### src/include/status_defs.svh
// ICE status block constants
// host register base, CPU read page, timer lengths, bus widths
// small timer values for simulation, hardware uses ms / s range

`ifndef STATUS_DEFS_SVH
`define STATUS_DEFS_SVH

//********************
// host side, registers at 0804_1000h
`define ST_HOST_BASE       20'h08041   // ice_addr[31:12]

// CPU side, reads at 0C040h / 0C042h
`define ST_CPU_PAGE        12'hC04     // ma[15:4]
`define ST_CPU_OFS_COUNT   4'h0        // buffered baseck count
`define ST_CPU_OFS_VALID   4'h2        // count valid flag in bit 0

//********************
// timers, in ck60mhz cycles
`define ST_HOLD_CYCLES     64          // wait/halt/stop held this long -> flagged
`define ST_CLKSTOP_CYCLES  32          // no cpumclk edge this long -> stopped
`define ST_METER_WIN_LOG2  8           // meter window = 256 cycles

//********************
// widths
`define ST_COUNT_W         16          // meter count
`define ST_ICE_W           32          // host bus
`define ST_MA_W            16          // CPU address

`endif

### src/hdl/status_pkg.sv
// shared types of the ICE status block
// host register index, clock meter state, meter count

`include "status_defs.svh"

package status_pkg;

	//********************
	// host register word index, taken from ice_addr[4:2]
	typedef enum logic [2:0] {
		reg_statedet = 3'd0,	// target status levels and flags
		reg_mcksel   = 3'd1,	// clock select, no longer present, reads 0
		reg_bckcycle = 3'd2,	// baseck count + valid
		reg_sys1     = 3'd3		// tvddsel
	} host_reg_e;

	//********************
	// clock meter state
	// first window after idle may start mid-window, so its count
	// is buffered but not yet flagged valid
	typedef enum logic [1:0] {
		meter_idle  = 2'd0,	// halted / stopped / after reset
		meter_first = 2'd1,	// first window running
		meter_valid = 2'd2	// buffered count trustworthy
	} meter_state_e;

	// baseck edge count
	typedef logic [`ST_COUNT_W-1:0] count_t;

endpackage

### src/hdl/activity_monitor.sv
// target activity monitor
// two-flop synchronizers for wait, halt, stop and cpumclk
// saturating hold timers on wait / halt / stop levels
// no-edge timer deciding whether the CPU main clock runs

`timescale 1ns/1ps
`include "status_defs.svh"

module activity_monitor (
	input  logic ck60mhz,
	input  logic sysrsoutb,
	input  logic waitexm,	// target wait level
	input  logic hltst,		// target halt level
	input  logic stpst,		// target stop level
	input  logic cpumclk,	// CPU main clock, async to ck60mhz
	output logic wait_long,
	output logic halt_long,
	output logic stop_long,
	output logic mclk_run,
	output logic halt_sync,	// to clock meter
	output logic stop_sync
);

	localparam int HOLD_W = $clog2(`ST_HOLD_CYCLES + 1);
	localparam int STOP_W = $clog2(`ST_CLKSTOP_CYCLES);

	logic [3:0]        sync1, sync2;	// {cpumclk, stop, halt, wait}
	logic              mclk_prev;		// for edge detect
	logic              mclk_edge;
	logic [2:0]        lvl;				// synchronized levels
	logic [2:0]        long_flag;
	logic [HOLD_W-1:0] hold_cnt [3];
	logic [STOP_W-1:0] stop_cnt;		// cycles since last cpumclk edge

	//********************
	// synchronizers
	always_ff @(posedge ck60mhz or negedge sysrsoutb) begin
		if (!sysrsoutb) begin
			sync1     <= '0;
			sync2     <= '0;
			mclk_prev <= 1'b0;
		end else begin
			sync1     <= {cpumclk, stpst, hltst, waitexm};
			sync2     <= sync1;
			mclk_prev <= sync2[3];
		end
	end

	assign lvl       = sync2[2:0];
	assign halt_sync = sync2[1];
	assign stop_sync = sync2[2];
	assign mclk_edge = sync2[3] ^ mclk_prev;	// either edge counts

	//********************
	// hold timers, one per level
	for (genvar i = 0; i < 3; i++) begin : g_hold
		always_ff @(posedge ck60mhz or negedge sysrsoutb) begin
			if (!sysrsoutb)
				hold_cnt[i] <= '0;
			else if (!lvl[i])
				hold_cnt[i] <= '0;	// level dropped, restart
			else if (hold_cnt[i] != HOLD_W'(`ST_HOLD_CYCLES))
				hold_cnt[i] <= hold_cnt[i] + 1'b1;	// saturate at hold time
		end
		assign long_flag[i] = (hold_cnt[i] == HOLD_W'(`ST_HOLD_CYCLES));
	end

	assign wait_long = long_flag[0];
	assign halt_long = long_flag[1];
	assign stop_long = long_flag[2];

	//********************
	// main clock stop detector
	always_ff @(posedge ck60mhz or negedge sysrsoutb) begin
		if (!sysrsoutb) begin
			stop_cnt <= STOP_W'(`ST_CLKSTOP_CYCLES - 1);	// start as stopped
			mclk_run <= 1'b0;
		end else if (mclk_edge) begin
			stop_cnt <= '0;
			mclk_run <= 1'b1;
		end else if (stop_cnt != STOP_W'(`ST_CLKSTOP_CYCLES - 1)) begin
			stop_cnt <= stop_cnt + 1'b1;
		end else begin
			mclk_run <= 1'b0;	// no edge for the whole stop window
		end
	end

endmodule

### src/hdl/clock_meter.sv
// baseck frequency meter
// baseck synchronizer and rising edge counter
// free running window counter, count buffer at window end
// valid state machine, cleared by halt / stop

`timescale 1ns/1ps
`include "status_defs.svh"

module clock_meter (
	input  logic               ck60mhz,
	input  logic               sysrsoutb,
	input  logic               baseck,		// async to ck60mhz
	input  logic               halt_sync,	// already synchronized
	input  logic               stop_sync,
	output status_pkg::count_t meter_count,	// edges in last full window
	output logic               meter_valid
);

	logic [2:0]                      bck_sync;	// 2 sync flops + edge flop
	logic                            bck_rise;
	logic [`ST_METER_WIN_LOG2-1:0]   win_cnt;
	logic                            win_end;
	status_pkg::count_t              edge_cnt;
	status_pkg::count_t              edge_next;
	status_pkg::meter_state_e        state;

	//********************
	// baseck sampling
	always_ff @(posedge ck60mhz or negedge sysrsoutb) begin
		if (!sysrsoutb)
			bck_sync <= '0;
		else
			bck_sync <= {bck_sync[1:0], baseck};
	end

	assign bck_rise = bck_sync[1] & ~bck_sync[2];

	//********************
	// window and edge count
	always_ff @(posedge ck60mhz or negedge sysrsoutb) begin
		if (!sysrsoutb)
			win_cnt <= '0;
		else
			win_cnt <= win_cnt + 1'b1;	// wraps every 2^log2 cycles
	end

	assign win_end   = &win_cnt;	// last cycle of window
	assign edge_next = edge_cnt + {{(`ST_COUNT_W-1){1'b0}}, bck_rise};

	always_ff @(posedge ck60mhz or negedge sysrsoutb) begin
		if (!sysrsoutb) begin
			edge_cnt    <= '0;
			meter_count <= '0;
		end else if (win_end) begin
			meter_count <= edge_next;	// include edge of last cycle
			edge_cnt    <= '0;
		end else begin
			edge_cnt    <= edge_next;
		end
	end

	//********************
	// valid tracking
	always_ff @(posedge ck60mhz or negedge sysrsoutb) begin
		if (!sysrsoutb)
			state <= status_pkg::meter_idle;
		else if (halt_sync || stop_sync)
			state <= status_pkg::meter_idle;	// target clock not trusted
		else if (win_end) begin
			case (state)
				status_pkg::meter_idle:  state <= status_pkg::meter_first;
				status_pkg::meter_first: state <= status_pkg::meter_valid;
				default:                 state <= status_pkg::meter_valid;
			endcase
		end
	end

	assign meter_valid = (state == status_pkg::meter_valid);

endmodule

### src/hdl/status_regs.sv
// status register block
// host decode at 0804_1000h: STATEDET, MCLKSEL (reads 0), BCKCYCLE, SYS1
// SYS1 tvddsel write register
// CPU read of meter count at 0C040h / 0C042h, LED drive

`timescale 1ns/1ps
`include "status_defs.svh"

module status_regs (
	input  logic                   ck60mhz,
	input  logic                   sysrsoutb,
	input  logic                   svmod,
	input  logic                   svmoduser,
	input  logic                   alt1,
	input  logic                   selfmode,
	input  logic                   cpuresetb,
	input  logic                   treset_b,
	input  logic                   tcconnect_b,
	input  logic                   eaconnect_b,
	input  logic                   tvddon,
	input  logic                   tbtselout,
	input  logic                   wdop,
	input  logic                   cpurd,
	input  logic [`ST_MA_W-1:0]    ma,
	input  logic [`ST_ICE_W-1:0]   ice_addr,
	input  logic [`ST_ICE_W-1:0]   ice_wdata,
	input  logic                   ice_wr,		// one cycle strobe
	input  logic                   wait_long,
	input  logic                   halt_long,
	input  logic                   stop_long,
	input  logic                   mclk_run,
	input  status_pkg::count_t     meter_count,
	input  logic                   meter_valid,
	output logic [`ST_ICE_W-1:0]   ice_rdata,
	output logic [`ST_COUNT_W-1:0] statemdr,	// CPU read data
	output logic                   tvddsel,
	output logic                   led_tvdd_b,
	output logic                   led_clock_b,
	output logic                   led_run_b,
	output logic                   led_reset_b,
	output logic                   led_standby_b,
	output logic                   led_wait_b
);

	logic                  host_hit;	// address inside register page
	status_pkg::host_reg_e reg_idx;
	logic [`ST_ICE_W-1:0]  statedet;
	logic                  cpu_sel;

	//********************
	// host decode
	assign host_hit = (ice_addr[31:12] == `ST_HOST_BASE) && (ice_addr[11:5] == '0);
	assign reg_idx  = status_pkg::host_reg_e'(ice_addr[4:2]);

	always_comb begin
		statedet     = '0;
		statedet[0]  = ~svmoduser;	// user run
		statedet[1]  = ~svmod;		// run, not in supervisor
		statedet[3]  = halt_long;
		statedet[4]  = stop_long;
		statedet[5]  = wait_long;
		statedet[6]  = tvddon;		// target vdd below range
		statedet[8]  = ~treset_b;	// target reset
		statedet[9]  = eaconnect_b;
		statedet[10] = tcconnect_b;
		statedet[15] = ~cpuresetb;
		statedet[16] = mclk_run;
		statedet[20] = selfmode;
		statedet[21] = tbtselout;	// boot swap
	end

	always_comb begin
		ice_rdata = '0;
		if (host_hit) begin
			case (reg_idx)
				status_pkg::reg_statedet: ice_rdata = statedet;
				status_pkg::reg_bckcycle: ice_rdata = {15'h0, meter_valid, meter_count};
				status_pkg::reg_sys1:     ice_rdata = {31'h0, tvddsel};
				default:                  ice_rdata = '0;	// MCLKSEL and unused words
			endcase
		end
	end

	//********************
	// SYS1 write
	always_ff @(posedge ck60mhz or negedge sysrsoutb) begin
		if (!sysrsoutb)
			tvddsel <= 1'b1;
		else if (ice_wr && host_hit && reg_idx == status_pkg::reg_sys1)
			tvddsel <= ice_wdata[0];
	end

	//********************
	// CPU read
	assign cpu_sel = svmod & ~alt1 & cpurd & wdop & (ma[15:4] == `ST_CPU_PAGE);

	always_comb begin
		statemdr = '0;
		if (cpu_sel) begin
			case (ma[3:0])
				`ST_CPU_OFS_COUNT: statemdr = meter_count;
				`ST_CPU_OFS_VALID: statemdr = {{(`ST_COUNT_W-1){1'b0}}, meter_valid};
				default:           statemdr = '0;
			endcase
		end
	end

	// LEDs, active low
	assign led_tvdd_b    = ~tvddon;
	assign led_clock_b   = mclk_run;
	assign led_run_b     = svmoduser;
	assign led_reset_b   = cpuresetb;
	assign led_standby_b = ~(stop_long | halt_long);
	assign led_wait_b    = ~wait_long;

endmodule

### src/hdl/ice_status_top.sv
// ICE status block top level
// activity monitor and clock meter feeding the register block

`timescale 1ns/1ps
`include "status_defs.svh"

module ice_status_top (
	input  logic                   ck60mhz,
	input  logic                   sysrsoutb,
	// target status
	input  logic                   waitexm,
	input  logic                   hltst,
	input  logic                   stpst,
	input  logic                   cpumclk,
	input  logic                   baseck,
	input  logic                   svmod,
	input  logic                   svmoduser,
	input  logic                   alt1,
	input  logic                   selfmode,
	input  logic                   cpuresetb,
	input  logic                   treset_b,
	input  logic                   tcconnect_b,
	input  logic                   eaconnect_b,
	input  logic                   tvddon,
	input  logic                   tbtselout,
	// CPU bus
	input  logic                   wdop,
	input  logic                   cpurd,
	input  logic [`ST_MA_W-1:0]    ma,
	output logic [`ST_COUNT_W-1:0] statemdr,
	// host bus
	input  logic [`ST_ICE_W-1:0]   ice_addr,
	input  logic [`ST_ICE_W-1:0]   ice_wdata,
	input  logic                   ice_wr,
	output logic [`ST_ICE_W-1:0]   ice_rdata,
	// pins
	output logic                   tvddsel,
	output logic                   led_tvdd_b,
	output logic                   led_clock_b,
	output logic                   led_run_b,
	output logic                   led_reset_b,
	output logic                   led_standby_b,
	output logic                   led_wait_b
);

	logic               wait_long, halt_long, stop_long, mclk_run;
	logic               halt_sync, stop_sync;
	status_pkg::count_t meter_count;
	logic               meter_valid;

	activity_monitor u_act (
		.ck60mhz, .sysrsoutb, .waitexm, .hltst, .stpst, .cpumclk,
		.wait_long, .halt_long, .stop_long, .mclk_run, .halt_sync, .stop_sync
	);

	clock_meter u_meter (
		.ck60mhz, .sysrsoutb, .baseck, .halt_sync, .stop_sync,
		.meter_count, .meter_valid
	);

	status_regs u_regs (
		.ck60mhz, .sysrsoutb, .svmod, .svmoduser, .alt1, .selfmode, .cpuresetb,
		.treset_b, .tcconnect_b, .eaconnect_b, .tvddon, .tbtselout, .wdop, .cpurd,
		.ma, .ice_addr, .ice_wdata, .ice_wr, .wait_long, .halt_long, .stop_long,
		.mclk_run, .meter_count, .meter_valid, .ice_rdata, .statemdr, .tvddsel,
		.led_tvdd_b, .led_clock_b, .led_run_b, .led_reset_b, .led_standby_b,
		.led_wait_b
	);

endmodule

### config.mk
export PLATFORM = sky130hd
export DESIGN_NAME = ice_status_top
export DESIGN_NICKNAME = d
export VERILOG_FILES = /design/src/hdl/status_pkg.sv /design/src/hdl/activity_monitor.sv /design/src/hdl/clock_meter.sv /design/src/hdl/status_regs.sv /design/src/hdl/ice_status_top.sv
export VERILOG_INCLUDE_DIRS = /design/src /design/src/include
export SDC_FILE = /design/constraint.sdc
export NUM_CORES = 1
export LEC_CHECK = 0
export CAP_MARGIN = 25
export CORE_MARGIN = 2
export CORE_UTILIZATION = 50
export CTS_CLUSTER_SIZE = 24
export DETAILED_ROUTE_END_ITERATION = 12
export DONT_BUFFER_PORTS = 1
export SYNTH_ARGS = -nofsm -noshare
export SYNTH_HDL_FRONTEND = slang
export SYNTH_HIERARCHICAL = 1
export SYNTH_SLANG_ARGS = --single-unit
### constraint.sdc
create_clock -name ck60mhz -period 4.8 [get_ports ck60mhz]
set_input_delay 0.72 -clock ck60mhz [delete_from_list [all_inputs] [get_ports ck60mhz]]
set_output_delay 0.72 -clock ck60mhz [all_outputs]
set_load 0.005 [all_outputs]
==> flow_summary_export.csv <==
group,metric,value,unit
die,die_w,96.1,um
die,initial_core_util,51.6,%
placed_design,dpl.cell_count,502,
placed_design,dpl_cell_area,0.00423,sq mm
critical_path,path_class,"input port to output port",
worst_hold_path,hold_path_class,"input port to asynchronous set/reset pin",
sta,setup_violations,0,
global_route,antenna_found_initial,0,
critical_path,worstPathArrival,2270,ps
yosys,synth.ff_latch_count,82,
yosys,synth_warnings,6,
sta,finalHoldViolCount,0,
power_and_ir_drop,power.leakage,1.94,nW
critical_path,startpoint_type,"input port",
layout,finalNonFillerCells,518,
power_and_ir_drop,ir_drop,218,uV
yosys,synth_edf_count,0,
clock_tree,ctsResizeCount,0,
clock_tree,numCtsBuffers,9,
clock_tree,htreeDepth,3,
sta,rsz0062_at_grt,"no",
clock_tree,clkLatencyLatePin,350,ps
global_route,grt_pass1_vias,2795,
routing,drt-total-wl,8010,um
die,core_area,0.00822,sq mm
critical_path,critPathRequiredTime,4080,ps
layout,fin_area,0.00445,sq mm
sta,fin_skew,10.1,ps
clock_tree,cts.clk_slew.worst_paths,80,ps
placed_design,place_congestion,0.838,
placed_design,place_hpwl,5920,um
layout,diodes,0,
routing,viasPerCell,5.46,
global_route,grt.met1_usage,23.9,%
yosys,synth_cells,415,
routing,routedWlPerCell,15.5,um
sta,max_freq,335,MHz
layout,area_delta_synth_final,4.99,%
sta,setup_slack,1810,ps
global_route,grtUsageMet2,31.9,%
yosys,synth-main-ff-cell,"dfrtp_1",
die,rows,33,
sta,fin_crit_sh,62.2,%
global_route,grt_busiest_layer,"met2",
routing,drc,0,
critical_path,critPathMaxFanout,10,
outcome,outcome,"completed",
power_and_ir_drop,total_power,1.42,mW
clock_tree,root_buffer,"clkbuf_8",
placed_design,portBuffers,0,
die,die_y,96.1,um
die,ioPinCount,155,
layout,drive_gt1_share,12.8,%
routing,dr.pass1.iters,4,
yosys,syn_area,0.00424,sq mm
power_and_ir_drop,powerDensity,318,mW/mm^2
critical_path,cp-end-kind,"output port",
layout,n_fill_cell,729,
layout,finalNetCount,519,
sta,whs,60.3,ps
routing,drtIter0Drc,128,
layout,final_util,54.2,%
global_route,grt_max_degree,83,
clock_tree,cts_tree,"built",
sta,fin_tns_setup,0,ps
die,fp.dieArea,0.00923,sq mm
yosys,avgSynthCellArea,10.2,sq um
sta,fin_crit,2990,ps
sta,slew_violations,0,
yosys,synth_cell_type_count,46,
yosys,ys_seq_area_share,48.6,%
global_route,gr-usage-all-layers,19.0,%
clock_tree,clkSinkCount,82,
global_route,grt_first_pass_wirelength,13200,um
clock_tree,postCtsHoldBufs,0,
placed_design,place_ws,1790,ps
yosys,async_reset_ff_share,100,%
routing,num_vias,2827,
global_route,met3_usage,4.07,%
sta,worst_slew_pin_slew,697,ps
routing,postRouteAntennaNets,0,
clock_tree,cts.path.max_buffers,2,
sta,slew-limit-headroom,53.5,%
global_route,overflow,0,
job,max_cap_viol_count,0,
clock_tree,post-cts-setup-buffer-count,0,
## path summary, 6_finish.rpt
kind	slack, ps	from	end	cells after the start
worst max-delay path	1810	ice_addr[14]	ice_rdata[4]	4
worst min-delay path	60	sysrsoutb	u_act/sync2[3]	0
worst max register to register	2860	u_meter/win_cnt[0]	u_meter/meter_count[0]	5
worst min register to register	350	u_act/sync1[3]	u_act/sync2[3]	0
max in group asynchronous	4540	sysrsoutb	u_regs/tvddsel	0
min in group ck60mhz	350	u_act/sync1[3]	u_act/sync2[3]	0
## synthesized netlist by cell type, types with 2 or more instances
cell	count	share of area (%)
a21boi_0	2	0.35
a21boi_1	3	0.53
a21oi_1	16	1.9
a21oi_2	3	0.62
and2_1	22	3.2
and3_1	12	1.8
buf_1	3	0.27
buf_2	6	0.71
buf_4	17	3.0
buf_6	2	0.53
clkbuf_1	4	0.35
dfrtp_1	76	45
dfstp_2	6	3.7
ha_1	11	3.2
inv_1	14	1.2
mux2_2	4	1.1
mux2i_1	17	4.0
nand2_1	24	2.1
nand3_1	15	1.8
nand3_2	3	0.71
nand4_1	10	1.5
nor2_1	47	4.2
nor2_2	9	1.3
nor2b_1	6	0.89
nor3_1	11	1.3
nor4_1	7	1.0
nor4_2	6	1.8
nor4b_1	2	0.41
o21ai_0	5	0.59
or3_1	5	0.74
xnor2_1	24	5.0
xor2_1	9	1.9
## power by group
group | internal, mW | leakage, nW | switching, mW
logic | 0.0447 | 0.778 | 0.0505
registers | 0.731 | 1.06 | 0.0440
clock network | 0.308 | 0.103 | 0.239
total | 1.08 | 1.94 | 0.334
## flip-flops by register name (all words and copies together) (netlist names)
name,count
u_act/hold_cnt,21
u_meter/edge_cnt,16
u_meter/meter_count,16
u_meter/win_cnt,8
u_act/stop_cnt,5
u_act/sync1,4
u_act/sync2,4
u_meter/bck_sync,3
u_meter/state,2
u_act/mclk_prev,1
u_act/mclk_run,1
u_regs/tvddsel,1
## cells by family after synthesis
kind of cell | after synthesis | share of synthesized area (%)
DFF | 82 | 48.6
muxes | 21 | 5.08
buffers and inverters | 46 | 6.11
and+or+nand+nor | 190 | 25.8
xor gates and xnor gates | 33 | 6.82
AOI/OAI and AO/OA | 31 | 4.34
adders and majority gates | 11 | 3.25
other | 1 | 0.0884
## worst max-delay path, cell delays in order
cell and delay (ps):
nor4_2 250, nand4_1 190, or4_1 860, nor2_2 250
## per-layer routing
layer  vias up  share of wire, %
met4         0               1.5
met1      1345                44
met2       103                48
met3        11               6.4
met5         -                 0
li1       1368                 -
## cell type report
| type | instances | area, sq um | share of cell area [%] |
|---|---|---|---|
| Timing Repair Buffer | 2 | 15.0 | 0.337 |
| Tap cell | 105 | 131 | 2.95 |
| Clock buffer | 12 | 145 | 3.26 |
| Sequential cell | 82 | 2060 | 46.3 |
| Multi-Input combinational cell | 299 | 1970 | 44.3 |
| Inverter | 14 | 52.6 | 1.18 |
| Clock inverter | 4 | 75.1 | 1.69 |
## cells in the final DEF (no fill, tap or decap), drive strengths merged, types with 6 or more instances in the layout
| cell type | n |
|---|---|
| dfstp | 6 |
| and2 | 22 |
| nor3 | 12 |
| mux2i | 17 |
| nor4 | 14 |
| inv | 14 |
| nand4 | 12 |
| and3 | 12 |
| nand2 | 24 |
| nand3 | 18 |
| nor2b | 6 |
| xor2 | 9 |
| dfrtp | 76 |
| clkbuf | 12 |
| xnor2 | 24 |
| a21oi | 19 |
| ha | 11 |
| nor2 | 57 |
| conb | 13 |
Note: power is estimated with default switching activity, not from simulation.
